<file path="config.mk">
export PLATFORM = sky130hd
export DESIGN_NAME = core_trace
export DESIGN_NICKNAME = d
export VERILOG_FILES = /design/src/source/core_pkg.sv /design/src/source/core_trace.sv
export SDC_FILE = /design/constraint.sdc
export NUM_CORES = 1
export LEC_CHECK = 0
export ABC_CLOCK_PERIOD_IN_PS = 3650
export BUFFER_PORTS_ARGS = -buffer_cell sky130_fd_sc_hd__buf_4
export CAP_MARGIN = 25
export CORE_AREA = 2 2 560 562
export CTS_CLUSTER_SIZE = 16
export DETAILED_ROUTE_END_ITERATION = 10
export DIE_AREA = 0 0 562 564
export GPL_TIMING_DRIVEN = 0
export PLACE_DENSITY = 0.3
export SETUP_SLACK_MARGIN = 0.5
export SYNTH_ARGS = -nofsm -noshare
export SYNTH_HDL_FRONTEND = slang
export SYNTH_SLANG_ARGS = --single-unit
</file>
<file path="constraint.sdc">
create_clock -name clk_i -period 3.65 [get_ports clk_i]
set_input_delay 0.365 -clock clk_i [delete_from_list [all_inputs] [get_ports clk_i]]
set_output_delay 0.365 -clock clk_i [all_outputs]
set_load 0.01 [all_outputs]
</file>
<file path="src/source/core_pkg.sv">
package core_pkg;

    localparam int XLEN = 32;

    // Major opcodes handled by the core
    typedef enum logic [6:0] {
        OPC_OP     = 7'b0110011,
        OPC_OP_IMM = 7'b0010011,
        OPC_LUI    = 7'b0110111,
        OPC_SYSTEM = 7'b1110011
    } opcode_e;

    typedef enum logic [3:0] {
        ALU_ADD,
        ALU_SUB,
        ALU_SLL,
        ALU_SLT,
        ALU_SLTU,
        ALU_XOR,
        ALU_SRL,
        ALU_SRA,
        ALU_OR,
        ALU_AND,
        ALU_MUL,
        ALU_PASS_B
    } alu_op_e;

    typedef enum logic [1:0] {
        CSR_OP_NONE,
        CSR_OP_RW,
        CSR_OP_RS,
        CSR_OP_RC
    } csr_op_e;

    // Machine CSR addresses
    localparam logic [11:0] CSR_MISA     = 12'h301;
    localparam logic [11:0] CSR_MHARTID  = 12'hF14;
    localparam logic [11:0] CSR_MSCRATCH = 12'h340;
    localparam logic [11:0] CSR_MEPC     = 12'h341;
    localparam logic [11:0] CSR_MCAUSE   = 12'h342;

    localparam logic [XLEN-1:0] CAUSE_ILLEGAL = 32'd2;

    typedef struct packed {
        logic            valid;
        logic [XLEN-1:0] pc;
        logic [XLEN-1:0] insn;
        logic [4:0]      rs1;
        logic [4:0]      rs2;
        logic [4:0]      rd;
        logic [XLEN-1:0] imm;
        logic            use_imm;
        alu_op_e         alu_op;
        csr_op_e         csr_op;
        logic [11:0]     csr_addr;
        logic            rd_we;
        logic            illegal;
    } dec_t;

    typedef struct packed {
        logic            valid;
        logic [XLEN-1:0] pc;
        logic [XLEN-1:0] insn;
        logic [4:0]      rd;
        logic            rd_we;
        logic [XLEN-1:0] result;
        csr_op_e         csr_op;
        logic [11:0]     csr_addr;
        logic [XLEN-1:0] csr_operand;
        logic            illegal;
    } exe_t;

    typedef struct packed {
        logic            valid;
        logic [XLEN-1:0] pc_rdata;
        logic [XLEN-1:0] pc_wdata;
        logic [XLEN-1:0] insn;
        logic            trap;
        logic [4:0]      rd_addr;
        logic [XLEN-1:0] rd_wdata;
        logic            csr_we;
        logic [11:0]     csr_addr;
        logic [XLEN-1:0] csr_wdata;
    } retire_t;

    typedef struct packed {
        logic                  valid;
        logic [63:0]           order;
        logic [XLEN-1:0]       insn;
        logic                  trap;
        logic [XLEN-1:0]       pc_rdata;
        logic [XLEN-1:0]       pc_wdata;
        logic [31:0]           x_wb;
        logic [31:0][XLEN-1:0] x_wdata;
        logic                  csr_wb;
        logic [11:0]           csr_addr;
        logic [XLEN-1:0]       csr_wdata;
    } trace_t;

    // New CSR value for a read-modify-write access
    function automatic logic [XLEN-1:0] csr_apply(
        csr_op_e         op,
        logic [XLEN-1:0] old_val,
        logic [XLEN-1:0] operand
    );
        case (op)
            CSR_OP_RW: return operand;
            CSR_OP_RS: return old_val | operand;
            CSR_OP_RC: return old_val & ~operand;
            default:   return old_val;
        endcase
    endfunction

    // misa and mhartid are read-only here
    function automatic logic csr_writable(logic [11:0] addr);
        return (addr == CSR_MSCRATCH) || (addr == CSR_MEPC) || (addr == CSR_MCAUSE);
    endfunction

endpackage

</file>
<file path="src/source/core_trace.sv">
module core_trace (
    input  logic              clk_i,
    input  logic              arst_n_i,
    input  core_pkg::retire_t retire_i,
    output core_pkg::trace_t  trace_o
);
    import core_pkg::*;

    logic [63:0] order_q;
    trace_t      trace_d;

    always_comb begin
        trace_d           = '0;
        trace_d.valid     = retire_i.valid;
        trace_d.order     = order_q;
        trace_d.insn      = retire_i.insn;
        trace_d.trap      = retire_i.trap;
        trace_d.pc_rdata  = retire_i.pc_rdata;
        trace_d.pc_wdata  = retire_i.pc_wdata;
        trace_d.csr_wb    = retire_i.valid && retire_i.csr_we;
        trace_d.csr_addr  = retire_i.csr_addr;
        trace_d.csr_wdata = retire_i.csr_wdata;
        // One-hot flag for the written register
        if (retire_i.valid && retire_i.rd_addr != '0) begin
            trace_d.x_wb[retire_i.rd_addr]    = 1'b1;
            trace_d.x_wdata[retire_i.rd_addr] = retire_i.rd_wdata;
        end
    end

    always_ff @(posedge clk_i or negedge arst_n_i) begin
        if (!arst_n_i) begin
            trace_o <= '0;
            order_q <= '0;
        end else begin
            trace_o <= trace_d;
            if (retire_i.valid) begin
                order_q <= order_q + 64'd1;
            end
        end
    end

endmodule
</file>
[Word level (Yosys, flattened, before mapping)]
Cells that the tools add are included.
W data, S select, Z words.
Storage, ports and cells
  register bits after elaboration: 1327
  logic and storage cells: 56
  output and inout port bits: 1263
  input port bits: 182
Operators by class
  muxes and demuxes: 5
  reductions and logical operators: 4
  bitwise operators: 1
  order comparisons: 2
  add/subtract/negate cells: 1
Operators with widths (number)
  $mux W1056: 1
  $and A1024 B1024 Y1024: 1
  $demux W32 S5: 1
  $add A64 B1 Y64 const B: 1
  $mux W32: 1
  $lt A5 B6 Y1 const B: 1
  $demux W1 S5: 1
  $ge A5 B1 Y1 const B: 1
  $reduce_bool A5 Y1: 1
  $logic_and A1 B1 Y1: 3
  $mux W1: 1

[Logic depth before layout (Yosys ltp)]
  depth after elaboration: 6
  gate-level depth with buffers: 7
  depth with buffers taken out: 6

[Least setup slack after synthesis]
No wires, ideal clock.
  path type: reg2reg
  start: register order_q[8]
  end: register order_q[40]
  period minus slack after synthesis: 2263 ps
  buffers on the path: 2
  path slack: 1387 ps
  library setup time: 124 ps
  data arrival time: 2140 ps
  stages on the path, launching flop included: 8
  required time: 3526 ps
  cell sequence: dfrtp_1 -> nand4_1 -> or4_1 -> buf_2 -> or3_1 -> buf_6 -> or3_4 -> xnor2_2
On the way
  longest elaborated chain between the ends: 1
RTL lines
  start, declared: line core_trace.sv:9  | logic [63:0] order_q;
  start signal, assigned: line core_trace.sv:37  | order_q <= order_q + 64'd1;
  $add A64 B1 Y64: line core_trace.sv:37
Every way passes these cells.
A chain may end at the register's enable or synchronous reset.

==> metrics <==
Clock Path Buffers=4; Yosys reg bits=about 1,300; Slowest-stage cell, CP=clkbuf_1; routed len/inst=between 20 and 30 um; R2R Path End=order_q[28]; Worst-Skew Late Latency=approximately 0.81 ns; multi-input logic area=~0.0080 mm^2; EDFF count, synth=0; std cell rows=roughly 210; Synth Area per Inst=approximately 15 um^2; fin. max-slew vios=0; slew margin rel.=25.1%; Synth area leader=dfrtp_1; setup TNS=0 ns; Starting DRT DRC Count=1,180; status=finished, violations left; FF-to-FF setup slack=~1.1 ns; yosys warns=0; Worst VDD drop=between 0.0003 and 0.0004 V; failing checks=antenna rules, hold timing; most used cell, CP=clkbuf_1; fraction of layout cells with a size suffix above 1=37.8%; Post-Syn Area=0.0417 mm^2; clk sinks=about 1,300; Power Density=509 mW/mm^2; CP startpoint=retire_i[179]; worst reg-to-reg path cell count=6; Main synth FF type=dfrtp_1; WP buf/inv=5; Crit Path Max Fanout=10; max-cap violations=0; Worst Skew=about 0.028 ns; io pins=between 1,000 and 1,500; P&R area growth vs syn=59.5%; initial antenna violation count=57; total core area=between 0.3 and 0.4 mm^2; Gate power share=5.3%; Hold Violations, Final=274; routed via count=between 20,000 and 30,000; DRC=0; Seq. cell area=between 0.03 and 0.04 mm^2; RSZ-0062 raised after global routing=false; number of global-route vias before repair=around 30,000; first-pass GRT wire length=between 200,000 and 300,000 um; count leader, synth=dfrtp_1; CTS clock-pin slew for the worst setup and hold paths=0.06 ns; TritonRoute pass-1 iters=5; IO Port Bufs=1,444; Final Util=between 20 and 25%; Critical Path AT=about 3.6 ns; top cells by count, synth=1,327 x dfrtp_1, 997 x and2_1, 192 x clkbuf_1; switching pwr=8200 uW; slowest stage delay, CP=between 0.6 and 0.7 ns; cell family with most CP delay=buffers and inverters; Seq/Total Area, Yosys=roughly four fifths; largest net degree at the start of global routing=around 160; P_int=between 20,000 and 30,000 uW; Routed Antenna Nets=1; CTS tree=yes; Initial Utilization=a little over an eighth; top cell type's share of synthesized area=between 70 and 80%; GRT overflow=0; crit path cell chain=buf_4 > clkbuf_1 > buf_8 > nand3b_1 > nor2_4 > buf_12 > clkbuf_1 > and2_1; chip height=~560 um; Net count, final=a little under 5,000; worst-margin pin slew=1.12 ns; top post-synthesis cells by area=dfrtp_1 80%, and2_1 15%, clkbuf_1 1.7%, xnor2_1 0.86%, xor2_1 0.44%; Critical Path Sink=trace_o[244]; Critical Path RT=4.40 ns; WP depth=8; Reg power frac=between 40 and 50%; fraction of registers with async set/reset=between 90% and 100%; Hold WC Path Type=input port to asynchronous set/reset pin; Die ar.=around 0.32 mm^2; Startpoint Class=input port; Synth cell types=27; cell count after synthesis=2,762; CTS buffer count=169; Die Wd=approximately 560 um; H-Tree Level Count=4; Hold-fix buffers, CTS=roughly 180; fin crit period=~2.8 ns; Placer Congestion=roughly 0.76; GRT Overall Usage=a little over an eighth; Setup crit end kind=register; final setup vio count=0; Hold WS=-0.324 ns; filler instances=roughly 33,000; Max Freq=about 0.35 GHz; Leak=between 0.03 and 0.04 uW; CP Class=input port to register; FF-to-FF Start=order_q[8]; Post-DP HPWL=approximately 170,000 um; sw frac=approximately a quarter; clock root buffer=clkbuf_16; clock share of power=around 50%; fin crit share=roughly 78%; via/cell ratio=3.14; routed wire length=roughly 220,000 um
==> layout by cell type (no fill, tap or decap), types with 25 or more instances in the layout <==
cell	netlist	final
clkbuf_16	0	173
conb_1	1	33
nand3_1	31	31
nand2_1	25	25
xnor2_1	41	41
clkbuf_1	192	225
diode_2	0	49
dfrtp_1	1327	1327
and2_1	997	997
clkbuf_8	0	31
buf_4	0	1445
buf_8	0	28
dlygate4sd3_1	0	176
==> power groups by stage <==
stage,Combinational [uW],Sequential (uW),Clock (uW)
after floorplan,223,15400,0
after global placement,1630,15400,0
after detailed placement,1710,15400,0
after CTS,1900,15100,17700
after global routing,1980,15100,18200
final,1800,15100,17000
==> metal layers <==
layer	vias to the layer above	GRT usage [%]	wire, um
met2	1296	23.4	110000
li1	12300	-	-
met5	-	0	13
met1	14300	15.6	84600
met4	2	3.76	5670
met3	231	5.83	24000
==> what timing repair did <==
action,in CTS,in global routing
setup endpoints to repair,2,5
gates resized for setup,1,1
pin swaps,1,0
setup buffers,3,0
cloned,0,0
endpoints found under the hold margin,357,274
==> per-stage QoR <==
stage	hold slack (ns)	instances	area (um^2)	total power, uW	setup WS [ns]
after CTS	-0.327	8903	66400	34600	0.572
after global placement	0.387	8378	57900	17000	-15.83
after global routing	-0.283	8907	66500	35300	0.579
final	-0.324	8952	66600	33900	0.813
after detailed placement	0.302	8430	59000	17100	-0.561
after floorplan	0.0694	2794	41900	15600	1.39
==> flip-flops by register name, summed over array words and instances (netlist names) <==
register  flops
trace_o    1263
order_q      64
==> cells by family (layout without fill, tap and decap cells) <==
kind of cell / Yosys count / in the layout / share of synthesized area, %
flops: 1327 / 1327 / 79.6
simple gates: 1172 / 1172 / 17.2
buf+inv: 197 / 2166 / 1.79
xor+xnor: 63 / 63 / 1.34
fa+ha+maj: 1 / 1 / 0.0300
other cells: 1 / 82 / 0.00899
mux: 1 / 1 / 0.0270
==> worst min-delay path, stage by stage <==
cell and delay (ns):
buf_16 0.08, buf_16 0.13, buf_16 0.37
==> final cells by class <==
type                       instances  share of cell area [%]
antenna                           49                   0.184
buffer                           194                    1.12
clock buffer                     242                    7.36
clock inverter                    49                   0.947
inverter                           3                  0.0169
multi-input combinational       1270                    12.1
sequential                      1327                    49.9
tap                             4140                    7.78
timing repair buffer            1678                    20.7
==> worst min-delay path by stage <==
stage,depth (start not counted),endpoint,start,slack (ns)
2_1_floorplan,0,order_q[0],arst_n_i,0.07
3_3_place_gp,0,trace_o[1261],order_q[63],0.39
3_5_place_dp,1,trace_o[86],arst_n_i,0.30
4_1_cts,3,trace_o[852],arst_n_i,-0.33
5_1_grt,3,trace_o[852],arst_n_i,-0.28
6_report,3,trace_o[852],arst_n_i,-0.32
No activity file was read; power rests on OpenSTA's default activity.
