### src/source/core_pkg.sv
package core_pkg;

    localparam int XLEN = 32;

    // Major opcodes handled by the core
    typedef enum logic [6:0] {
        OPC_OP     = 7'b0110011,
        OPC_OP_IMM = 7'b0010011,
        OPC_LUI    = 7'b0110111,
        OPC_SYSTEM = 7'b1110011
    } opcode_e;

    typedef enum logic [3:0] {
        ALU_ADD,
        ALU_SUB,
        ALU_SLL,
        ALU_SLT,
        ALU_SLTU,
        ALU_XOR,
        ALU_SRL,
        ALU_SRA,
        ALU_OR,
        ALU_AND,
        ALU_MUL,
        ALU_PASS_B
    } alu_op_e;

    typedef enum logic [1:0] {
        CSR_OP_NONE,
        CSR_OP_RW,
        CSR_OP_RS,
        CSR_OP_RC
    } csr_op_e;

    // Machine CSR addresses
    localparam logic [11:0] CSR_MISA     = 12'h301;
    localparam logic [11:0] CSR_MHARTID  = 12'hF14;
    localparam logic [11:0] CSR_MSCRATCH = 12'h340;
    localparam logic [11:0] CSR_MEPC     = 12'h341;
    localparam logic [11:0] CSR_MCAUSE   = 12'h342;

    localparam logic [XLEN-1:0] CAUSE_ILLEGAL = 32'd2;

    typedef struct packed {
        logic            valid;
        logic [XLEN-1:0] pc;
        logic [XLEN-1:0] insn;
        logic [4:0]      rs1;
        logic [4:0]      rs2;
        logic [4:0]      rd;
        logic [XLEN-1:0] imm;
        logic            use_imm;
        alu_op_e         alu_op;
        csr_op_e         csr_op;
        logic [11:0]     csr_addr;
        logic            rd_we;
        logic            illegal;
    } dec_t;

    typedef struct packed {
        logic            valid;
        logic [XLEN-1:0] pc;
        logic [XLEN-1:0] insn;
        logic [4:0]      rd;
        logic            rd_we;
        logic [XLEN-1:0] result;
        csr_op_e         csr_op;
        logic [11:0]     csr_addr;
        logic [XLEN-1:0] csr_operand;
        logic            illegal;
    } exe_t;

    typedef struct packed {
        logic            valid;
        logic [XLEN-1:0] pc_rdata;
        logic [XLEN-1:0] pc_wdata;
        logic [XLEN-1:0] insn;
        logic            trap;
        logic [4:0]      rd_addr;
        logic [XLEN-1:0] rd_wdata;
        logic            csr_we;
        logic [11:0]     csr_addr;
        logic [XLEN-1:0] csr_wdata;
    } retire_t;

    typedef struct packed {
        logic                  valid;
        logic [63:0]           order;
        logic [XLEN-1:0]       insn;
        logic                  trap;
        logic [XLEN-1:0]       pc_rdata;
        logic [XLEN-1:0]       pc_wdata;
        logic [31:0]           x_wb;
        logic [31:0][XLEN-1:0] x_wdata;
        logic                  csr_wb;
        logic [11:0]           csr_addr;
        logic [XLEN-1:0]       csr_wdata;
    } trace_t;

    // New CSR value for a read-modify-write access
    function automatic logic [XLEN-1:0] csr_apply(
        csr_op_e         op,
        logic [XLEN-1:0] old_val,
        logic [XLEN-1:0] operand
    );
        case (op)
            CSR_OP_RW: return operand;
            CSR_OP_RS: return old_val | operand;
            CSR_OP_RC: return old_val & ~operand;
            default:   return old_val;
        endcase
    endfunction

    // misa and mhartid are read-only here
    function automatic logic csr_writable(logic [11:0] addr);
        return (addr == CSR_MSCRATCH) || (addr == CSR_MEPC) || (addr == CSR_MCAUSE);
    endfunction

endpackage

### src/source/core_csr.sv
module core_csr #(
    parameter bit ISA_M = 1'b0
) (
    input  logic                      clk_i,
    input  logic                      arst_n_i,
    input  logic [core_pkg::XLEN-1:0] hartid_i,
    input  logic [11:0]               rd_addr_i,
    input  core_pkg::csr_op_e         rd_op_i,
    input  core_pkg::exe_t            commit_i,
    output logic [core_pkg::XLEN-1:0] rdata_o,
    output logic                      illegal_o
);
    import core_pkg::*;

    // RV32 with I, plus M when the multiplier is built
    localparam logic [XLEN-1:0] MISA_VAL = 32'h4000_0100 | (XLEN'(ISA_M) << 12);

    logic [XLEN-1:0] mscratch_q, mscratch_d;
    logic [XLEN-1:0] mepc_q, mepc_d;
    logic [XLEN-1:0] mcause_q, mcause_d;

    always_comb begin
        logic [XLEN-1:0] wval;
        wval       = csr_apply(commit_i.csr_op, commit_i.result, commit_i.csr_operand);
        mscratch_d = mscratch_q;
        mepc_d     = mepc_q;
        mcause_d   = mcause_q;
        if (commit_i.valid && commit_i.illegal) begin
            mepc_d   = commit_i.pc;
            mcause_d = CAUSE_ILLEGAL;
        end else if (commit_i.valid && commit_i.csr_op != CSR_OP_NONE) begin
            case (commit_i.csr_addr)
                CSR_MSCRATCH: mscratch_d = wval;
                CSR_MEPC:     mepc_d     = wval;
                CSR_MCAUSE:   mcause_d   = wval;
                default:      ;
            endcase
        end
    end

    always_ff @(posedge clk_i or negedge arst_n_i) begin
        if (!arst_n_i) begin
            mscratch_q <= '0;
            mepc_q     <= '0;
            mcause_q   <= '0;
        end else begin
            mscratch_q <= mscratch_d;
            mepc_q     <= mepc_d;
            mcause_q   <= mcause_d;
        end
    end

    // Reads see the commit of the instruction one ahead
    always_comb begin
        rdata_o   = '0;
        illegal_o = 1'b0;
        case (rd_addr_i)
            CSR_MISA:     rdata_o = MISA_VAL;
            CSR_MHARTID:  rdata_o = hartid_i;
            CSR_MSCRATCH: rdata_o = mscratch_d;
            CSR_MEPC:     rdata_o = mepc_d;
            CSR_MCAUSE:   rdata_o = mcause_d;
            default:      illegal_o = (rd_op_i != CSR_OP_NONE);
        endcase
    end

endmodule

### config.mk
export PLATFORM = sky130hd
export DESIGN_NAME = core_csr
export DESIGN_NICKNAME = d
export VERILOG_FILES = /design/src/source/core_pkg.sv /design/src/source/core_csr.sv
export SDC_FILE = /design/constraint.sdc
export NUM_CORES = 1
export LEC_CHECK = 0
export ABC_CLOCK_PERIOD_IN_PS = 14430
export BUFFER_PORTS_ARGS = -buffer_cell sky130_fd_sc_hd__buf_2
export CORE_MARGIN = 5
export CORE_UTILIZATION = 45
export CTS_CLUSTER_DIAMETER = 120
export DETAILED_ROUTE_END_ITERATION = 8
export GPL_ROUTABILITY_DRIVEN = 0
export GPL_TIMING_DRIVEN = 0
export PLACE_DENSITY = 0.73
export SLEW_MARGIN = 20
export SYNTH_ARGS = -nofsm -noshare
export SYNTH_HDL_FRONTEND = slang
export SYNTH_SLANG_ARGS = --single-unit
export TNS_END_PERCENT = 50
### constraint.sdc
create_clock -name clk_i -period 14.43 [get_ports clk_i]
set_input_delay 4.329 -clock clk_i [delete_from_list [all_inputs] [get_ports clk_i]]
set_output_delay 4.329 -clock clk_i [all_outputs]
set_load 0.005 [all_outputs]
# Yosys cells after proc, flatten, opt, wreduce, memory -nomap -nowiden
# Index checks and enable logic that the tools add are counted.
[totals]
romBits = 0
inputBits = 198
latchBits = 0
mem_count = 0
wordCells = 34
mem_bits_rw = 0
out_inout_bits = 33
register_bits = 96
[classes]
n_reduce_logical = 5
magnitude_cmp = 0
n_mul = 0
shifts = 0
muxes = 12
div = 0
n_bitwise = 3
addsub = 0
eq_ne = 11
[ops]
columns = ["cell", "n"]
rows = [
  ["$mux W32", 9],
  ["$pmux W32 S5", 1],
  ["$pmux W32 S3", 1],
  ["$eq A12 B10 Y1 const B", 7],
  ["$and A32 B32 Y32", 1],
  ["$not A32 Y32", 1],
  ["$or A32 B32 Y32", 1],
  ["$eq A12 B12 Y1 const B", 1],
  ["$reduce_or A5 Y1", 1],
  ["$eq A2 B2 Y1 const B", 2],
  ["$reduce_bool A2 Y1", 2],
  ["$eq A2 B1 Y1 const B", 1],
  ["$logic_and A1 B1 Y1", 2],
  ["$mux W1", 1],
]

# Longest topological paths before layout
[depth]
word_depth = 7
depth_mapped = 9
depth_no_buf = 5

# Worst setup path before layout
# Ideal clock, no wire load.
[synth_path]
kind = "in2out"
startpoint = "in commit_i[38] (netlist name)"
endpoint = "out rdata_o[1] (netlist name)"
setup_slack_ps = 3649
n_path_buf = 1
t_arrival_ps = 6452
required_time_ps = 10101
cell_stages = 6
cell_sequence = "or4b_1 -> or4b_1 -> clkbuf_1 -> or4_1 -> a311o_1 -> o2111ai_1"
[synth_via]
elab_chain_len = 5
word_cells_on_any_way = 13
classes_between = "eq/ne (3); mux (10)"
[synth_lines]
columns = ["element", "line", "rtl"]
rows = [
  ["start: declaration", "core_csr.sv:9", "input core_pkg::exe_t commit_i,"],
  ["$eq A12 B10 Y1", "core_csr.sv:32", "case (commit_i.csr_addr)"],
  ["$mux W32", "core_csr.sv:32", ""],
  ["$mux W32", "core_csr.sv:31", "end else if (commit_i.valid && commit_i.csr_op != CSR_OP_NONE) begin"],
  ["$mux W32", "core_csr.sv:28", "if (commit_i.valid && commit_i.illegal) begin"],
  ["$pmux W32 S5 (*)", "core_csr.sv:57", "case (rd_addr_i)"],
  ["end: declaration", "core_csr.sv:10", "output logic [core_pkg::XLEN-1:0] rdata_o,"],
]
# Mark *: on every way between the ends. The rest lies on a longest branch, timed or not.

# Worst setup path in the final report
[layout_path]
startpoint = "in commit_i[38] (netlist name)"
endpoint = "out rdata_o[8] (netlist name)"
# The elaborated chain is that of the path after synthesis.

==> metrics <==
router iterations before antenna repair=5; status=finished, final reports clean; vias=7,342; post-synth top area share=35.1%; GRT Overall Usage=27.3%; Clock Sinks=96; nets=1,185; CP Capture Type=primary output; post-synthesis sequential area ratio=35.1%; CTS Hold Buffers Added=0; average wire per standard cell=21.4 um; via-per-instance ratio=6.23; DIE AREA=0.0178 mm2; Post-synth EDFFs=0; DP Cell Count=1,164; Die W=133 um; register area=0.00240 mm2; filler instances=1,400; initial antenna violation count=0; first-pass GRT wire length=38,300 um; clock root cell=clkbuf_16; Starting Density=45.5%; grt total ovfl=0; Synth area leader=dfrtp_1; worst clock skew=0 ns; dpl hpwl=18,200 um; Final period util=80.7%; CP Max Fanout=10; post-CTS setup buffers=0; Crit path arrival time=7.31 ns; worst skew pair latency=0.36 ns; number of gates resized after CTS=0; Area growth, synth to finish=22.2%; TritonCTS buffer count=9; YS warnings=0; FMAX=85.9 MHz; Layout Cells excl Fill=1,178; Worst VDD drop=0.0553 mV; MaxCap Viol Count=0; initial DRC count=743; clk slew on worst S/H paths=0.06 ns; crit path kind=in -> out; largest net degree at the start of global routing=59; multi-input logic area=0.00403 mm2; final hold violation count=0; count leader, synth=dfrtp_1; WL final=25,200 um; Fin Setup TNS=0 ns; #FFs+latches synth=96; Setup Viol. Count Final=0; ANT cells=0; Netlist cell types=36; io pins=231; Post-Syn Instances=783; data required time of the worst path=10.10 ns; share of cells above drive strength 1=28.2%; syn avg cell area=8.73 um2; final max-slew violation count=0; TritonCTS clock tree=yes; Tmin final=11.64 ns; RSZ-0062 raised after global routing=no; Port-buffer cells=192; Pleak=0.00362 uW; Syn Std Cell Area=0.00684 mm2; Die Span Y=133 um; post-synth net total=981; final core utilization=55.6%; DRC errors left=0; Synth Flop Type=dfrtp_1; Row Count=45; H-tree depth=3; vias in the first global route=7,150; core area=0.0150 mm2; Synth top cells by count=dfrtp_1 (96), a21boi_0 (95), clkbuf_1 (64); worst slew pin tran=1.02 ns; worst min path class=reg -> reg; Max Root-Sink Buffers=2; Rel. slew slack=31.6%; antenna-violating nets left=0; ys async rst share=100%; Final Instance Area=0.00835 mm2; Post-Place Cell Area=0.00807 mm2; pwr dens=76.4 mW/mm2; CP Launch Type=primary input; top post-synthesis cells by area=dfrtp_1 (35%), a21boi_0 (10%), mux2_2 (5.3%), mux2i_1 (4.5%), o2111ai_1 (4.1%)
## logic make-up (layout without fill, tap and decap cells)
logic type | after synthesis | in the layout | synth area share (%)
buffers and inverters | 108 | 315 | 6.13
muxes | 63 | 63 | 9.81
DFF | 96 | 96 | 35.1
and+or+nand+nor | 255 | 255 | 20.4
AOI/OAI and AO/OA | 261 | 261 | 28.5
## registers in the layout, summed over array words and instances (netlist names)
signal	count
mcause_q	32
mepc_q	32
mscratch_q	32
## metal layers
layer | vias up | part of all wire (%) | global-route usage, %
met3 | 87 | 8.6 | 6.19
li1 | 3321 | - | -
met2 | 438 | 45 | 42.6
met4 | 0 | 4.1 | 12.8
met1 | 3496 | 43 | 36.0
met5 | - | 0 | 0
## cell type report
cell class                      count  share of cell area [%]
Clock buffer                       14                    3.28
Multi-Input combinational cell    579                    48.2
Sequential cell                    96                    28.8
Timing Repair Buffer              193                    11.9
Tap cell                          188                    2.82
Buffer                             74                    3.49
Inverter                           34                    1.53
## stage by stage
step	setup WS, ns	total power, uW	hold WS, ns
2_1_floorplan	3.65	352	0.476
3_3_place_gp	2.77	402	0.495
5_1_grt	2.68	662	0.541
3_5_place_dp	2.69	406	0.506
4_1_cts	2.69	634	0.521
6_report	2.79	638	0.516
## critical path, stage by stage
cell	delay, ns
buf_2	0.10
or4b_1	0.59
nor4b_2	0.70
clkbuf_1	0.44
a21boi_0	0.20
o311ai_0	0.51
o2111ai_1	0.25
buf_2	0.19
## placed cells by master (no fill, tap or decap), types with 2 or more instances in the layout
cell type / instances
clkbuf_1: 66
nor4_1: 34
buf_4: 3
nor2_1: 35
nand2b_1: 33
clkbuf_8: 3
nand2_1: 35
o21ai_0: 33
o2111ai_1: 32
nand3_1: 3
buf_1: 5
or2_2: 33
o31a_1: 31
buf_2: 193
o22ai_1: 32
dfrtp_1: 96
mux2_2: 32
clkbuf_16: 9
a21oi_1: 3
inv_1: 34
mux2i_1: 31
a21boi_0: 95
or4b_1: 2
nor2b_1: 33
nor3_1: 38
o311ai_0: 31
## report_power, final
group	total (uW)	internal, uW	switching [uW]	leakage [uW]
Clock	234	129	105	0.000135
Combinational	121	51.4	69.4	0.00224
Sequential	283	280	2.60	0.00124
## path summary, 6_finish.rpt
| kind | slack, ns | cells past startpoint | startpoint | endpoint |
|---|---|---|---|---|
| setup / recovery | 2.79 | 8 | commit_i[38] | rdata_o[8] |
| hold / removal | 0.52 | 2 | mcause_q[19] | mcause_q[19] |
| setup reg to reg | 13.45 | 2 | mscratch_q[31] | mscratch_q[31] |
| hold reg to reg | 0.52 | 2 | mcause_q[19] | mcause_q[19] |
| max in group asynchronous | 9.90 | 2 | arst_n_i | mcause_q[10] |
| min in group asynchronous | 3.88 | 1 | arst_n_i | mepc_q[28] |
Power figures use the tool's default switching activity.
