<file path="config.mk">
export PLATFORM = sky130hd
export DESIGN_NAME = core_result
export DESIGN_NICKNAME = d
export VERILOG_FILES = /design/src/source/core_pkg.sv /design/src/source/core_result.sv
export SDC_FILE = /design/constraint.sdc
export NUM_CORES = 1
export LEC_CHECK = 0
export BUFFER_PORTS_ARGS = -buffer_cell sky130_fd_sc_hd__buf_4
export CORE_UTILIZATION = 30
export CTS_CLUSTER_DIAMETER = 30
export DETAILED_ROUTE_END_ITERATION = 8
export SLEW_MARGIN = 5
export SYNTH_ARGS = -nofsm -noshare
export SYNTH_HDL_FRONTEND = slang
export SYNTH_SLANG_ARGS = --single-unit
</file>
<file path="constraint.sdc">
create_clock -name clk_i -period 2.9 [get_ports clk_i]
set_input_delay 0.29 -clock clk_i [delete_from_list [all_inputs] [get_ports clk_i]]
set_output_delay 0.29 -clock clk_i [all_outputs]
set_load 0.05 [all_outputs]
</file>
<file path="src/source/core_pkg.sv">
package core_pkg;

    localparam int XLEN = 32;

    // Major opcodes handled by the core
    typedef enum logic [6:0] {
        OPC_OP     = 7'b0110011,
        OPC_OP_IMM = 7'b0010011,
        OPC_LUI    = 7'b0110111,
        OPC_SYSTEM = 7'b1110011
    } opcode_e;

    typedef enum logic [3:0] {
        ALU_ADD,
        ALU_SUB,
        ALU_SLL,
        ALU_SLT,
        ALU_SLTU,
        ALU_XOR,
        ALU_SRL,
        ALU_SRA,
        ALU_OR,
        ALU_AND,
        ALU_MUL,
        ALU_PASS_B
    } alu_op_e;

    typedef enum logic [1:0] {
        CSR_OP_NONE,
        CSR_OP_RW,
        CSR_OP_RS,
        CSR_OP_RC
    } csr_op_e;

    // Machine CSR addresses
    localparam logic [11:0] CSR_MISA     = 12'h301;
    localparam logic [11:0] CSR_MHARTID  = 12'hF14;
    localparam logic [11:0] CSR_MSCRATCH = 12'h340;
    localparam logic [11:0] CSR_MEPC     = 12'h341;
    localparam logic [11:0] CSR_MCAUSE   = 12'h342;

    localparam logic [XLEN-1:0] CAUSE_ILLEGAL = 32'd2;

    typedef struct packed {
        logic            valid;
        logic [XLEN-1:0] pc;
        logic [XLEN-1:0] insn;
        logic [4:0]      rs1;
        logic [4:0]      rs2;
        logic [4:0]      rd;
        logic [XLEN-1:0] imm;
        logic            use_imm;
        alu_op_e         alu_op;
        csr_op_e         csr_op;
        logic [11:0]     csr_addr;
        logic            rd_we;
        logic            illegal;
    } dec_t;

    typedef struct packed {
        logic            valid;
        logic [XLEN-1:0] pc;
        logic [XLEN-1:0] insn;
        logic [4:0]      rd;
        logic            rd_we;
        logic [XLEN-1:0] result;
        csr_op_e         csr_op;
        logic [11:0]     csr_addr;
        logic [XLEN-1:0] csr_operand;
        logic            illegal;
    } exe_t;

    typedef struct packed {
        logic            valid;
        logic [XLEN-1:0] pc_rdata;
        logic [XLEN-1:0] pc_wdata;
        logic [XLEN-1:0] insn;
        logic            trap;
        logic [4:0]      rd_addr;
        logic [XLEN-1:0] rd_wdata;
        logic            csr_we;
        logic [11:0]     csr_addr;
        logic [XLEN-1:0] csr_wdata;
    } retire_t;

    typedef struct packed {
        logic                  valid;
        logic [63:0]           order;
        logic [XLEN-1:0]       insn;
        logic                  trap;
        logic [XLEN-1:0]       pc_rdata;
        logic [XLEN-1:0]       pc_wdata;
        logic [31:0]           x_wb;
        logic [31:0][XLEN-1:0] x_wdata;
        logic                  csr_wb;
        logic [11:0]           csr_addr;
        logic [XLEN-1:0]       csr_wdata;
    } trace_t;

    // New CSR value for a read-modify-write access
    function automatic logic [XLEN-1:0] csr_apply(
        csr_op_e         op,
        logic [XLEN-1:0] old_val,
        logic [XLEN-1:0] operand
    );
        case (op)
            CSR_OP_RW: return operand;
            CSR_OP_RS: return old_val | operand;
            CSR_OP_RC: return old_val & ~operand;
            default:   return old_val;
        endcase
    endfunction

    // misa and mhartid are read-only here
    function automatic logic csr_writable(logic [11:0] addr);
        return (addr == CSR_MSCRATCH) || (addr == CSR_MEPC) || (addr == CSR_MCAUSE);
    endfunction

endpackage

</file>
<file path="src/source/core_result.sv">
module core_result (
    input  logic                      clk_i,
    input  logic                      arst_n_i,
    input  core_pkg::exe_t            exe_i,
    output logic                      rf_we_o,
    output logic [4:0]                rf_waddr_o,
    output logic [core_pkg::XLEN-1:0] rf_wdata_o,
    output core_pkg::retire_t         retire_o
);
    import core_pkg::*;

    retire_t retire_d;

    // Trapping instructions and x0 never reach the register file
    assign rf_we_o    = exe_i.valid && exe_i.rd_we && !exe_i.illegal && (exe_i.rd != '0);
    assign rf_waddr_o = exe_i.rd;
    assign rf_wdata_o = exe_i.result;

    always_comb begin
        retire_d           = '0;
        retire_d.valid     = exe_i.valid;
        retire_d.pc_rdata  = exe_i.pc;
        retire_d.pc_wdata  = exe_i.pc + 32'd4;
        retire_d.insn      = exe_i.insn;
        retire_d.trap      = exe_i.valid && exe_i.illegal;
        retire_d.rd_addr   = rf_we_o ? exe_i.rd : 5'd0;
        retire_d.rd_wdata  = rf_we_o ? exe_i.result : '0;
        retire_d.csr_we    = exe_i.valid && !exe_i.illegal && (exe_i.csr_op != CSR_OP_NONE)
                             && csr_writable(exe_i.csr_addr);
        retire_d.csr_addr  = exe_i.csr_addr;
        retire_d.csr_wdata = csr_apply(exe_i.csr_op, exe_i.result, exe_i.csr_operand);
    end

    always_ff @(posedge clk_i or negedge arst_n_i) begin
        if (!arst_n_i) begin
            retire_o <= '0;
        end else begin
            retire_o <= retire_d;
        end
    end

endmodule

</file>
# [Word level (Yosys, flattened, before mapping)]
# Index checks and enable logic that the tools add are counted.
[op_classes] add_sub_neg=1 n_eq_ne=6 n_mux=3 bitwise_logic=3 n_reduce_logical=12
[ops] operator="32-bit case mux with 3 select lines" count=1
[ops] operator="12-bit by 10-bit equality test with 1-bit output, second input constant" count=3
[ops] operator="32-bit by 3-bit adder with 32-bit output, second input constant" count=1
[ops] operator="32-bit AND" count=1
[ops] operator="32-bit two-way mux" count=1
[ops] operator="32-bit inverter" count=1
[ops] operator="32-bit bitwise OR" count=1
[ops] operator="1-bit logical AND" count=7
[ops] operator="5-bit two-way mux" count=1
[ops] operator="5-bit nonzero test" count=1
[ops] operator="2-bit equality test, second input constant" count=2
[ops] operator="2-bit by 1-bit equality test with 1-bit output, second input constant" count=1
[ops] operator="1-bit logical OR" count=2
[ops] operator="2-bit nonzero test" count=1
[ops] operator="1-bit logical NOT" count=1
[totals] register_bits=180

# [Depth between registers and ports, before layout]
[logic_depth] depth_word=4 ltp_mapped=5 mapped_depth_nobuf=5

# [Worst setup path before layout]
# No wires, ideal clock.
[synth_timing] path_type="input-to-reg" start="input port exe_i[81] in the netlist's numbering" end="register retire_o[67] in the netlist's numbering" setup_ns=0.119 arrival_time_ns=1.431 t_required_ns=2.781 slack_ns=1.350 stages=4 n_path_buf=1 cell_sequence="or4_1 -> o21a_1 -> buf_2 -> and2_1"
[synth_rtl] item="start: declaration" line_no="core_result.sv:4" source="input core_pkg::exe_t exe_i,"
[synth_rtl] item="end signal: assignment" line_no="core_result.sv:38" source="retire_o <= retire_d;"
[synth_rtl] item="end: declaration" line_no="core_result.sv:8" source="output core_pkg::retire_t retire_o"

# [Worst setup path after layout]
[layout_timing] start="input port exe_i[149] in the netlist's numbering" end="output port rf_we_o"
[layout_between] elab_chain_len=3
[layout_rtl] item="1-bit logical AND (3 in series)" line_no="core_result.sv:15" source="assign rf_we_o = exe_i.valid && exe_i.rd_we && !exe_i.illegal && (exe_i.rd != '0);"
[layout_rtl] item="end: declaration" line_no="core_result.sv:5" source="output logic rf_we_o,"
# Every way passes these cells.

==> flow_summary.rst <==
.. list-table::
   :header-rows: 1

   * - Metric
     - Value
   * - Run status
     - finished, final reports clean
   * - Flip-flop count of the largest register, all copies and words added
     - 178
   * - Count of filler cells inserted in the layout
     - 1,928
   * - Portion of total power attributed to the clock network
     - 0.358
   * - Total of max-cap violations
     - 0
   * - Internal power component
     - 4.25 mW
   * - Switching power as a share of total power
     - 0.327
   * - Antenna-violating nets left
     - 0
   * - Largest registers ranked by flip-flop count
     - retire_o: 178 flops
   * - Fraction of power consumed by sequential logic
     - 0.421
   * - Count of endpoints failing setup in the final report
     - 0
   * - Highest attainable clock frequency
     - 399 MHz
   * - Hold violation total from the final report
     - 0
   * - Summed instance area of the synthesized netlist
     - 6540 µm²
   * - Routability cong.
     - 0.849
   * - DRC violation count after routing
     - 0
   * - Critical path fanouts, max
     - 21
   * - Syn_nets
     - 651
   * - Relative contribution of combinational cells to total power
     - 0.222
   * - Via count of the first global-routing pass
     - 5,091
   * - Area of the core
     - 21,200 µm²
   * - Clock sink count
     - 178
   * - Setup Crit Path Kind
     - primary input to primary output
   * - Net Sw Power
     - 2.06 mW
   * - Root Buffer
     - clkbuf_16
   * - Syn Inst Count
     - 498
   * - Buffers inserted by post-CTS timing repair
     - 0
   * - Worst Path Required
     - 2.61 ns
   * - Via total after detailed routing
     - 5,157
   * - Count of placed standard cells in the final layout, fillers left out
     - 1,183
   * - Initial antenna violation count
     - 0
   * - Slew Limit Fails
     - 0
   * - Final wirelength
     - 19,700 µm
   * - Reg clk slew, reported paths
     - 0.07 ns
   * - GRT Total Usage
     - 0.173
   * - RSZ-0062 raised after global routing
     - no
   * - Final setup slack of the worst path
     - 0.392 ns
   * - Drt first pass iters
     - 5
   * - Die outline height
     - 150 µm
   * - Pre-CTS WS
     - 0.860 ns
   * - Pin count of the biggest net entering global routing
     - 108
   * - Starting density of the core
     - 0.308
   * - Time the final worst path needs with I/O delays and setup
     - 2.51 ns
   * - Part of the Yosys area used for sequential elements
     - 0.681
   * - Fin nets
     - 1,048
   * - Period utilisation layout
     - 0.865
   * - Area growth, synth to finish
     - 61.0%
   * - Cell leakage power
     - 5.08 nW
   * - IO Port Bufs
     - 369
   * - Number of diodes
     - 0
   * - Kind of launch point of the worst setup path
     - primary input
   * - TritonCTS buffer count
     - 17
   * - Die width
     - 150 µm
   * - Flip-flop and latch count after synthesis
     - 178
   * - Wire per inst
     - 16.7 µm
   * - Maximum clock insertion buffer count
     - 2
   * - Detailed Route Iter0 Violations
     - 128
   * - First-pass GRT wire length
     - 29,200 µm
   * - Worst VDD drop
     - 0.320 mV
   * - Placed Cells
     - 1,088
   * - Total negative slack
     - 0 ns
   * - Post-Layout Inst Area
     - 10,500 µm²
   * - Post-synth cell types
     - 32
   * - Type of the worst min-delay path
     - primary input to register
   * - Count of pins on the block boundary
     - 370
   * - Area after DPL
     - 9320 µm²
   * - Hold_ws
     - 0.0207 ns
   * - Number of placement rows
     - 53
   * - H-tree lvl count
     - 4
   * - DP HPWL
     - 14,400 µm
   * - Detailed-route vias per instance
     - 4.36
   * - Register ranked first by flip-flop count
     - retire_o
   * - Kind of end point of the critical path
     - primary output
   * - Overflow left after global routing
     - 0
   * - Slew at the pin with the worst max-slew slack
     - 0.753 ns
   * - Arrival time at the worst endpoint
     - 2.22 ns
   * - Floorplan die area
     - 22,400 µm²
   * - Pwr dens
     - 599 nW/µm²
   * - Clock tree from TritonCTS
     - done
   * - Mean Syn Cell Area
     - 13.1 µm²
   * - Warnings from Yosys
     - 0
   * - Worst max-slew margin expressed relative to the limit
     - 0.498
   * - Ratio of cells with drive above 1 in the final layout
     - 0.457
-- final cells by class --
type / count / area, µm² / share of cell area
Timing Repair Buffer: 437 / 3450 / 0.328
Multi-Input combinational cell: 259 / 1690 / 0.161
Tap cell: 275 / 344 / 0.0327
Sequential cell: 178 / 4450 / 0.423
Clock buffer: 17 / 425 / 0.0404
Inverter: 2 / 7.51 / 0.000713
Clock inverter: 15 / 158 / 0.0150
-- synth_stat cells --
library cell	instances	area [µm²]
nor4b_1	1	8.76
and2_1	39	244
buf_4	39	293
o21a_1	1	7.51
and4_2	1	10.0
and3_1	5	31.3
nor2b_1	32	200
a211oi_1	64	480
or4b_2	1	10.0
nand2_1	8	30.0
nor4_4	1	21.3
nand4_2	2	25.0
nor2_2	2	12.5
or3_1	1	6.26
or4_1	1	7.51
dfrtp_1	178	4450
and4_1	2	17.5
and3_2	1	7.51
ha_1	1	12.5
xor2_1	8	70.1
clkbuf_1	14	52.6
inv_1	2	7.51
nor3_4	1	16.3
nor3_1	1	5.00
buf_2	4	20.0
xnor2_1	20	175
nor2_1	43	161
nor4_1	1	6.26
a2111oi_0	1	8.76
nand4_1	10	62.6
nand3_1	11	55.1
buf_6	2	22.5
-- worst max-delay path: stages --
cell and delay [ns]:
dlygate4sd3_1 0.53, buf_4 0.12, nand2_1 0.05, nor2_1 0.23
o21a_1 0.67, buf_4 0.32
-- stage by stage --
stage               power, mW  utilization
global placement         4.03        0.439
finish                   6.31        0.497
CTS                      6.40        0.496
floorplan                3.48            -
global route             6.56        0.497
detailed placement       4.04        0.439
-- worst paths after layout --
path | from | to | slack [ns] | cells past startpoint
worst max-delay path | exe_i[149] | rf_we_o | 0.39 | 6
worst min-delay path | exe_i[131] | retire_o[161]$_DFF_PN0_ | 0.02 | 1
max in group asynchronous | arst_n_i | retire_o[1]$_DFF_PN0_ | 1.70 | 3
min in group asynchronous | arst_n_i | retire_o[115]$_DFF_PN0_ | 0.32 | 2
-- metal layers --
metal,GRT usage,up-vias,share of wire
met5,0,-,0
met4,0.0475,0,0.013
met3,0.0564,15,0.083
met2,0.302,210,0.51
met1,0.203,2473,0.39
li1,-,2459,-
-- power by group through the flow --
stage	Sequential, mW	Clock [mW]	Combinational [mW]
2_1_floorplan	3.20	0	0.283
3_3_place_gp	2.70	0	1.33
3_5_place_dp	2.70	0	1.34
4_1_cts	2.65	2.33	1.41
5_1_grt	2.67	2.43	1.47
6_report	2.65	2.26	1.40
-- placed cells by master, fill, tap and decap left out, types with 4 or more instances in the layout --
cell type | netlist | final
a211oi_1 | 64 | 64
and2_1 | 39 | 39
and3_1 | 5 | 5
buf_4 | 39 | 372
clkbuf_16 | 0 | 17
dfrtp_1 | 178 | 178
dlygate4sd3_1 | 0 | 63
inv_6 | 0 | 4
inv_8 | 0 | 4
nand2_1 | 8 | 8
nand3_1 | 11 | 11
nand4_1 | 10 | 10
nor2_1 | 43 | 43
nor2b_1 | 32 | 32
xnor2_1 | 20 | 20
xor2_1 | 8 | 8
-- cells by family after synthesis --
group	after synthesis	synth area share
flops	178	0.681
buf+inv	61	0.0604
fa+ha+maj	1	0.00191
simple gates	164	0.143
xor+xnor	28	0.0375
compound gates	66	0.0759
-- what timing repair did --
| action | in CTS | in global routing |
|---|---|---|
| hold endpoints to repair | 91 | 2 |
| hold buffers | 61 | 2 |
| gates resized for setup | 0 | 0 |
(Power assumes the default switching activity.)
