**src/source/core_pkg.sv**
```systemverilog
package core_pkg;

    localparam int XLEN = 32;

    // Major opcodes handled by the core
    typedef enum logic [6:0] {
        OPC_OP     = 7'b0110011,
        OPC_OP_IMM = 7'b0010011,
        OPC_LUI    = 7'b0110111,
        OPC_SYSTEM = 7'b1110011
    } opcode_e;

    typedef enum logic [3:0] {
        ALU_ADD,
        ALU_SUB,
        ALU_SLL,
        ALU_SLT,
        ALU_SLTU,
        ALU_XOR,
        ALU_SRL,
        ALU_SRA,
        ALU_OR,
        ALU_AND,
        ALU_MUL,
        ALU_PASS_B
    } alu_op_e;

    typedef enum logic [1:0] {
        CSR_OP_NONE,
        CSR_OP_RW,
        CSR_OP_RS,
        CSR_OP_RC
    } csr_op_e;

    // Machine CSR addresses
    localparam logic [11:0] CSR_MISA     = 12'h301;
    localparam logic [11:0] CSR_MHARTID  = 12'hF14;
    localparam logic [11:0] CSR_MSCRATCH = 12'h340;
    localparam logic [11:0] CSR_MEPC     = 12'h341;
    localparam logic [11:0] CSR_MCAUSE   = 12'h342;

    localparam logic [XLEN-1:0] CAUSE_ILLEGAL = 32'd2;

    typedef struct packed {
        logic            valid;
        logic [XLEN-1:0] pc;
        logic [XLEN-1:0] insn;
        logic [4:0]      rs1;
        logic [4:0]      rs2;
        logic [4:0]      rd;
        logic [XLEN-1:0] imm;
        logic            use_imm;
        alu_op_e         alu_op;
        csr_op_e         csr_op;
        logic [11:0]     csr_addr;
        logic            rd_we;
        logic            illegal;
    } dec_t;

    typedef struct packed {
        logic            valid;
        logic [XLEN-1:0] pc;
        logic [XLEN-1:0] insn;
        logic [4:0]      rd;
        logic            rd_we;
        logic [XLEN-1:0] result;
        csr_op_e         csr_op;
        logic [11:0]     csr_addr;
        logic [XLEN-1:0] csr_operand;
        logic            illegal;
    } exe_t;

    typedef struct packed {
        logic            valid;
        logic [XLEN-1:0] pc_rdata;
        logic [XLEN-1:0] pc_wdata;
        logic [XLEN-1:0] insn;
        logic            trap;
        logic [4:0]      rd_addr;
        logic [XLEN-1:0] rd_wdata;
        logic            csr_we;
        logic [11:0]     csr_addr;
        logic [XLEN-1:0] csr_wdata;
    } retire_t;

    typedef struct packed {
        logic                  valid;
        logic [63:0]           order;
        logic [XLEN-1:0]       insn;
        logic                  trap;
        logic [XLEN-1:0]       pc_rdata;
        logic [XLEN-1:0]       pc_wdata;
        logic [31:0]           x_wb;
        logic [31:0][XLEN-1:0] x_wdata;
        logic                  csr_wb;
        logic [11:0]           csr_addr;
        logic [XLEN-1:0]       csr_wdata;
    } trace_t;

    // New CSR value for a read-modify-write access
    function automatic logic [XLEN-1:0] csr_apply(
        csr_op_e         op,
        logic [XLEN-1:0] old_val,
        logic [XLEN-1:0] operand
    );
        case (op)
            CSR_OP_RW: return operand;
            CSR_OP_RS: return old_val | operand;
            CSR_OP_RC: return old_val & ~operand;
            default:   return old_val;
        endcase
    endfunction

    // misa and mhartid are read-only here
    function automatic logic csr_writable(logic [11:0] addr);
        return (addr == CSR_MSCRATCH) || (addr == CSR_MEPC) || (addr == CSR_MCAUSE);
    endfunction

endpackage

```
**src/source/core_execute.sv**
```systemverilog
module core_execute #(
    parameter bit ISA_M = 1'b0
) (
    input  logic                      clk_i,
    input  logic                      arst_n_i,
    input  core_pkg::dec_t            dec_i,
    input  logic [core_pkg::XLEN-1:0] rs1_data_i,
    input  logic [core_pkg::XLEN-1:0] rs2_data_i,
    input  core_pkg::retire_t         byp_i,
    input  logic [core_pkg::XLEN-1:0] csr_rdata_i,
    input  logic                      csr_illegal_i,
    output logic [4:0]                rs1_addr_o,
    output logic [4:0]                rs2_addr_o,
    output logic [11:0]               csr_addr_o,
    output core_pkg::csr_op_e         csr_op_o,
    output core_pkg::exe_t            exe_o
);
    import core_pkg::*;

    logic [XLEN-1:0] op_b;
    logic [XLEN-1:0] mul_res;
    logic [XLEN-1:0] alu_res;
    exe_t            exe_d;

    assign rs1_addr_o = dec_i.rs1;
    assign rs2_addr_o = dec_i.rs2;
    assign csr_addr_o = dec_i.csr_addr;
    assign csr_op_o   = dec_i.valid ? dec_i.csr_op : CSR_OP_NONE;

    // Register file holds the result two ahead and forwards the one directly ahead
    assign op_b = dec_i.use_imm ? dec_i.imm : rs2_data_i;

    generate
        if (ISA_M) begin : g_mul
            assign mul_res = rs1_data_i * op_b;
        end else begin : g_no_mul
            assign mul_res = '0;
        end
    endgenerate

    always_comb begin
        case (dec_i.alu_op)
            ALU_SUB:    alu_res = rs1_data_i - op_b;
            ALU_SLL:    alu_res = rs1_data_i << op_b[4:0];
            ALU_SLT:    alu_res = XLEN'($signed(rs1_data_i) < $signed(op_b));
            ALU_SLTU:   alu_res = XLEN'(rs1_data_i < op_b);
            ALU_XOR:    alu_res = rs1_data_i ^ op_b;
            ALU_SRL:    alu_res = rs1_data_i >> op_b[4:0];
            ALU_SRA:    alu_res = $signed(rs1_data_i) >>> op_b[4:0];
            ALU_OR:     alu_res = rs1_data_i | op_b;
            ALU_AND:    alu_res = rs1_data_i & op_b;
            ALU_MUL:    alu_res = mul_res;
            ALU_PASS_B: alu_res = op_b;
            default:    alu_res = rs1_data_i + op_b;
        endcase
    end

    always_comb begin
        exe_d             = '0;
        exe_d.valid       = dec_i.valid;
        exe_d.pc          = dec_i.pc;
        exe_d.insn        = dec_i.insn;
        exe_d.rd          = dec_i.rd;
        exe_d.rd_we       = dec_i.rd_we && !csr_illegal_i;
        exe_d.csr_op      = dec_i.csr_op;
        exe_d.csr_addr    = dec_i.csr_addr;
        exe_d.csr_operand = rs1_data_i;
        exe_d.illegal     = dec_i.illegal || csr_illegal_i;
        // CSR access returns the old value
        exe_d.result      = (dec_i.csr_op != CSR_OP_NONE) ? csr_rdata_i : alu_res;
    end

    always_ff @(posedge clk_i or negedge arst_n_i) begin
        if (!arst_n_i) begin
            exe_o <= '0;
        end else begin
            exe_o <= exe_d;
        end
    end

endmodule

```
**config.mk**
```make
export PLATFORM = sky130hd
export DESIGN_NAME = core_execute
export DESIGN_NICKNAME = d
export VERILOG_FILES = /design/src/source/core_pkg.sv /design/src/source/core_execute.sv
export SDC_FILE = /design/constraint.sdc
export NUM_CORES = 1
export LEC_CHECK = 0
export BUFFER_PORTS_ARGS = -buffer_cell sky130_fd_sc_hd__buf_2
export CORE_AREA = 3 3 227 229
export CTS_CLUSTER_SIZE = 14
export DETAILED_ROUTE_END_ITERATION = 8
export DIE_AREA = 0 0 230 232
export HOLD_SLACK_MARGIN = 0.06
export PLACE_DENSITY_LB_ADDON = 0.05
export SLEW_MARGIN = 30
export SYNTH_ARGS = -nofsm -noshare
export SYNTH_HDL_FRONTEND = slang
export SYNTH_SLANG_ARGS = --single-unit
```
**constraint.sdc**
```tcl
create_clock -name clk_i -period 0.8 [get_ports clk_i]
set_input_delay 0 -clock clk_i [delete_from_list [all_inputs] [get_ports clk_i]]
set_output_delay 0 -clock clk_i [all_outputs]
set_load 0.02 [all_outputs]
```
## After elaboration in Yosys (flattened, before gate mapping)

Cells that the tools add are included.

| storage, ports and cells | value |
|---|---|
| register bits after elaboration | 150 |
| latch bits | 0 |
| memory bits (writable) | 0 |
| ROM bits | 0 |
| input bits | 412 |
| memories kept | 0 |

| cells by class | value |
|---|---|
| add/sub/neg operators | 2 |
| multiply operators | 0 |
| div/mod/pow operators | 0 |
| order comparisons | 2 |
| equal/unequal tests | 11 |
| shifts and indexed selects | 3 |
| multiplexer cells | 4 |
| bitwise operators | 3 |
| reduce and logical (&&, ||, !) cells | 4 |

Operators by type and width:

| cell | number |
|---|---|
| $pmux 32 s11 | 1 |
| $lt 32x32->1 | 2 |
| $mux 32 | 2 |
| $add 32x32->32 | 1 |
| $and 32x32->32 | 1 |
| $or 32x32->32 | 1 |
| $shl 32x5->32 | 1 |
| $shr 32x5->32 | 1 |
| $sshr 32x5->32 | 1 |
| $sub 32x32->32 | 1 |
| $xor 32x32->32 | 1 |
| $eq 4x3->1 const B | 4 |
| $eq 4x4->1 const B | 4 |
| $eq 4x2->1 const B | 2 |
| $eq 4x1->1 const B | 1 |
| $mux 2 | 1 |
| $reduce_bool 2->1 | 1 |
| $logic_and 1x1->1 | 1 |
| $logic_not 1->1 | 1 |
| $logic_or 1x1->1 | 1 |

## Longest topological paths before layout

| depth | value |
|---|---|
| word-level depth | 4 |
| mapped depth | 18 |
| mapped depth without buffers | 14 |

## Least setup slack after synthesis

No wires, ideal clock.

| timing path | value |
|---|---|
| kind | in2reg |
| start | in dec_i[20] (netlist bit) |
| end | reg exe_o[75] (netlist bit) |
| library setup time | 0.133 ns |
| arrival | 3.926 ns |
| data required time | 0.667 ns |
| slack | -3.259 ns |
| stages | 17 |
| cells stage by stage | buf_6 > buf_2 > buf_1 > buf_2 > mux2_2 > inv_1 > ha_1 > clkbuf_1 > nor4_1 > nand2_1 > nor4_1 > a211o_1 > a21o_1 > a211o_1 > mux2_1 > a2111oi_0 > nor2_1 |

RTL lines:

| element | RTL line | RTL |
|---|---|---|
| start: declaration | core_execute.sv:6 | `input core_pkg::dec_t dec_i,` |
| end signal: assignment | core_execute.sv:75 | `exe_o <= '0;` |
| end signal: assignment | core_execute.sv:77 | `exe_o <= exe_d;` |
| end: declaration | core_execute.sv:16 | `output core_pkg::exe_t exe_o` |

==> flow_summary.json <==
{
  "syn_to_final_growth_pct": 91.2,
  "slowest_delay_ns": 0.39,
  "whs_ns": -0.0369,
  "largest_register_ffs": 150,
  "p_leak_nw": 12.5,
  "p_seq_frac": 0.225,
  "core_area_um2": 49900,
  "end_kind": "register",
  "drtIter0Drc": 1518,
  "drc": 0,
  "finalMaxSlewViolations": 0,
  "swShare": 0.394,
  "htreeDepth": 4,
  "path_buf_inv": 3,
  "yosysTopAreaCellShare": 0.269,
  "yosysTopAreaCell": "dfrtp_1",
  "rsz0062_at_grt": "yes",
  "ioPinCount": 586,
  "finalCritPeriodShare": 3.50,
  "wl_per_cell_um": 24.6,
  "grt_start_max_net_pins": 54,
  "layout.nets": 3278,
  "diodes": 0,
  "ys_warn_count": 0,
  "dpl_cell_area_um2": 21500,
  "gr-usage-met3": 0.0460,
  "grt_pass1_vias": 18396,
  "arrival_ns": 3.15,
  "clockRootBuffer": "clkbuf_16",
  "setup_ws_ns": -2.00,
  "placed_cells": 3208,
  "p_int_mw": 22.4,
  "dp_slack_ns": -2.82,
  "top_usage_layer": "met2",
  "cts_buffer_depth": 2,
  "use_met2": 0.528,
  "initial_core_util": 0.280,
  "tightest_slew_ns": 0.673,
  "start_kind": "input port",
  "status": "finished, violations left",
  "max_freq_ghz": 0.357,
  "path_clk_slew_ns": 0.07,
  "worstPathCellList": "buf_16, buf_16, mux2i_4, ha_4, inv_1, o311a_1, o22a_2, a211o_1, a21o_1, a211o_1, mux2_4, a2111oi_4, nor2_1",
  "power_switching_mw": 14.6,
  "cts_made_buffers": 17,
  "die_x_um": 230,
  "wl_um": 85000,
  "pwr-share-clk": 0.228,
  "ir_drop_v": 0.00176,
  "via_count": 17909,
  "p_comb_frac": 0.547,
  "drv_cap": 0,
  "viasPerCell": 5.19,
  "total_power_mw": 37.0,
  "cts_tree": "built",
  "drive_gt1_frac": 0.502,
  "syn_area_um2": 14000,
  "finalSetupViolCount": 182,
  "synth_nets": 2158,
  "post-route-min-period_ns": 2.80,
  "ys_ff_latch": 150,
  "portBuffers": 385,
  "grt_overflow": 0,
  "clock_sinks": 150,
  "grt_usage": 0.309,
  "power_density_nw_per_um2": 1380,
  "gr-usage-met1": 0.404,
  "grt_antenna_before_repair": 0,
  "cp.required_ns": 1.15,
  "path_delay_family": "compound AO/OA/AOI/OAI gates",
  "rows": 82,
  "finalHoldViolations": 15,
  "reg.largest.list": "exe_o: 150 flops",
  "slowest_stage": "a2111oi_4",
  "violations": "hold timing, setup timing",
  "synthDistinctLibCells": 77,
  "first_pass_iters": 5,
  "syn_avg_cell_area_um2": 8.50,
  "die_h_um": 232,
  "grt_pass1_wl_um": 122000,
  "setup_tns_ns": -81.86,
  "crit_fanout": 7,
  "dp_hpwl_um": 65200,
  "maxSlewHeadroom": 0.549,
  "fin_cells": 3448,
  "ys_seq_area_frac": 0.269,
  "gp_congestion": 0.989,
  "async_flop_share": 1.00,
  "design_area_um2": 26700,
  "antenna_left": 0,
  "synth_cells": 1643,
  "synth-edff-count": 0,
  "criticalPathCategory": "in -> reg",
  "synthFlopType": "dfrtp_1",
  "ctsHoldBuffers": 162,
  "synth.area.top_cells": "dfrtp_1 27%, ha_1 9.0%, mux2i_1 8.8%, mux4_2 5.3%, a21oi_1 5.3%",
  "largest-register": "exe_o",
  "hp-class": "in -> async",
  "dieArea_um2": 53400,
  "postLayoutCoreUtil": 0.536
}
[routing by layer]
metal	wire length (um)	vias up
met5	0	-
met4	2660	0
met3	4920	102
met2	40600	691
met1	36800	8822
li1	-	8294
[worst paths after layout]
path | start | end | slack [ns] | cells past startpoint
min | arst_n_i | exe_o[135] | -0.04 | 2
max in group asynchronous | arst_n_i | exe_o[118] | 0.27 | 3
min in group clk_i | rs2_data_i[14] | exe_o[61] | -0.02 | 4
max | dec_i[20] | exe_o[75] | -2.00 | 13
[kinds of logic (layout without fill, tap and decap cells)]
| family | Yosys count | after routing | share of synthesized area |
|---|---|---|---|
| AO/OA/AOI/OAI | 538 | 538 | 0.256 |
| flip-flops | 150 | 150 | 0.269 |
| XOR/XNOR | 39 | 39 | 0.0245 |
| multiplexers | 168 | 168 | 0.153 |
| buffers and inverters | 237 | 1370 | 0.0739 |
| adder cells (fa/ha/maj) | 103 | 103 | 0.0934 |
| AND/OR/NAND/NOR | 408 | 408 | 0.131 |
[synthesized netlist by cell type, types with 15 or more instances]
| cell | count |
|---|---|
| dfrtp_1 | 150 |
| mux4_2 | 33 |
| nand3_1 | 25 |
| o211ai_1 | 33 |
| o21ai_0 | 100 |
| buf_1 | 18 |
| clkbuf_1 | 64 |
| o22ai_1 | 30 |
| a21oi_1 | 148 |
| a211oi_1 | 22 |
| nor2_1 | 121 |
| a31oi_1 | 16 |
| inv_1 | 102 |
| mux2i_1 | 123 |
| a2111oi_0 | 16 |
| nor3_1 | 33 |
| a21o_1 | 21 |
| buf_4 | 24 |
| nand2_1 | 147 |
| buf_2 | 24 |
| xnor2_1 | 32 |
| ha_1 | 101 |
| a221oi_1 | 15 |
[layout make-up]
type / count / area, um2
timing repair buffer: 1234 / 10200
clock buffer: 18 / 429
clock inverter: 14 / 161
tap: 672 / 841
multi-input combinational: 1256 / 10900
sequential: 150 / 3750
fill: 4698 / 23200
inverter: 104 / 395
[repair_timing]
item	in CTS	in global routing
endpoints found under the setup margin	182	182
endpoints found under the hold margin	310	15
setup buffers	34	18
cloned	3	1
pin swaps	65	61
gates resized for setup	545	98
[power groups by stage]
stage / logic [mW] / clock network [mW] / registers [mW]
final: 20.2 / 8.42 / 8.33
after detailed placement: 16.3 / 0 / 8.33
after CTS: 19.3 / 8.77 / 8.32
after global placement: 16.3 / 0 / 8.33
after global routing: 21.3 / 8.98 / 8.37
after floorplan: 7.11 / 0 / 9.00
[cell usage in the layout (no fill, tap or decap), types with 11 or more instances in the layout]
cell / instances
a21o_1: 21
a21oi_1: 107
a21oi_2: 35
a31oi_1: 11
buf_12: 20
buf_2: 233
buf_4: 625
buf_6: 186
clkbuf_16: 18
dfrtp_1: 150
dlygate4sd3_1: 162
ha_1: 76
ha_4: 19
inv_1: 94
mux2i_1: 88
mux2i_2: 15
mux2i_4: 23
mux4_2: 33
nand2_1: 142
nand2b_1: 13
nand3_1: 21
nor2_1: 114
nor3_1: 28
o211ai_1: 33
o21ai_0: 56
o21ai_1: 26
o21ai_2: 14
o21bai_1: 12
o22ai_1: 29
xnor2_1: 28
Power figures use the tool's default switching activity.
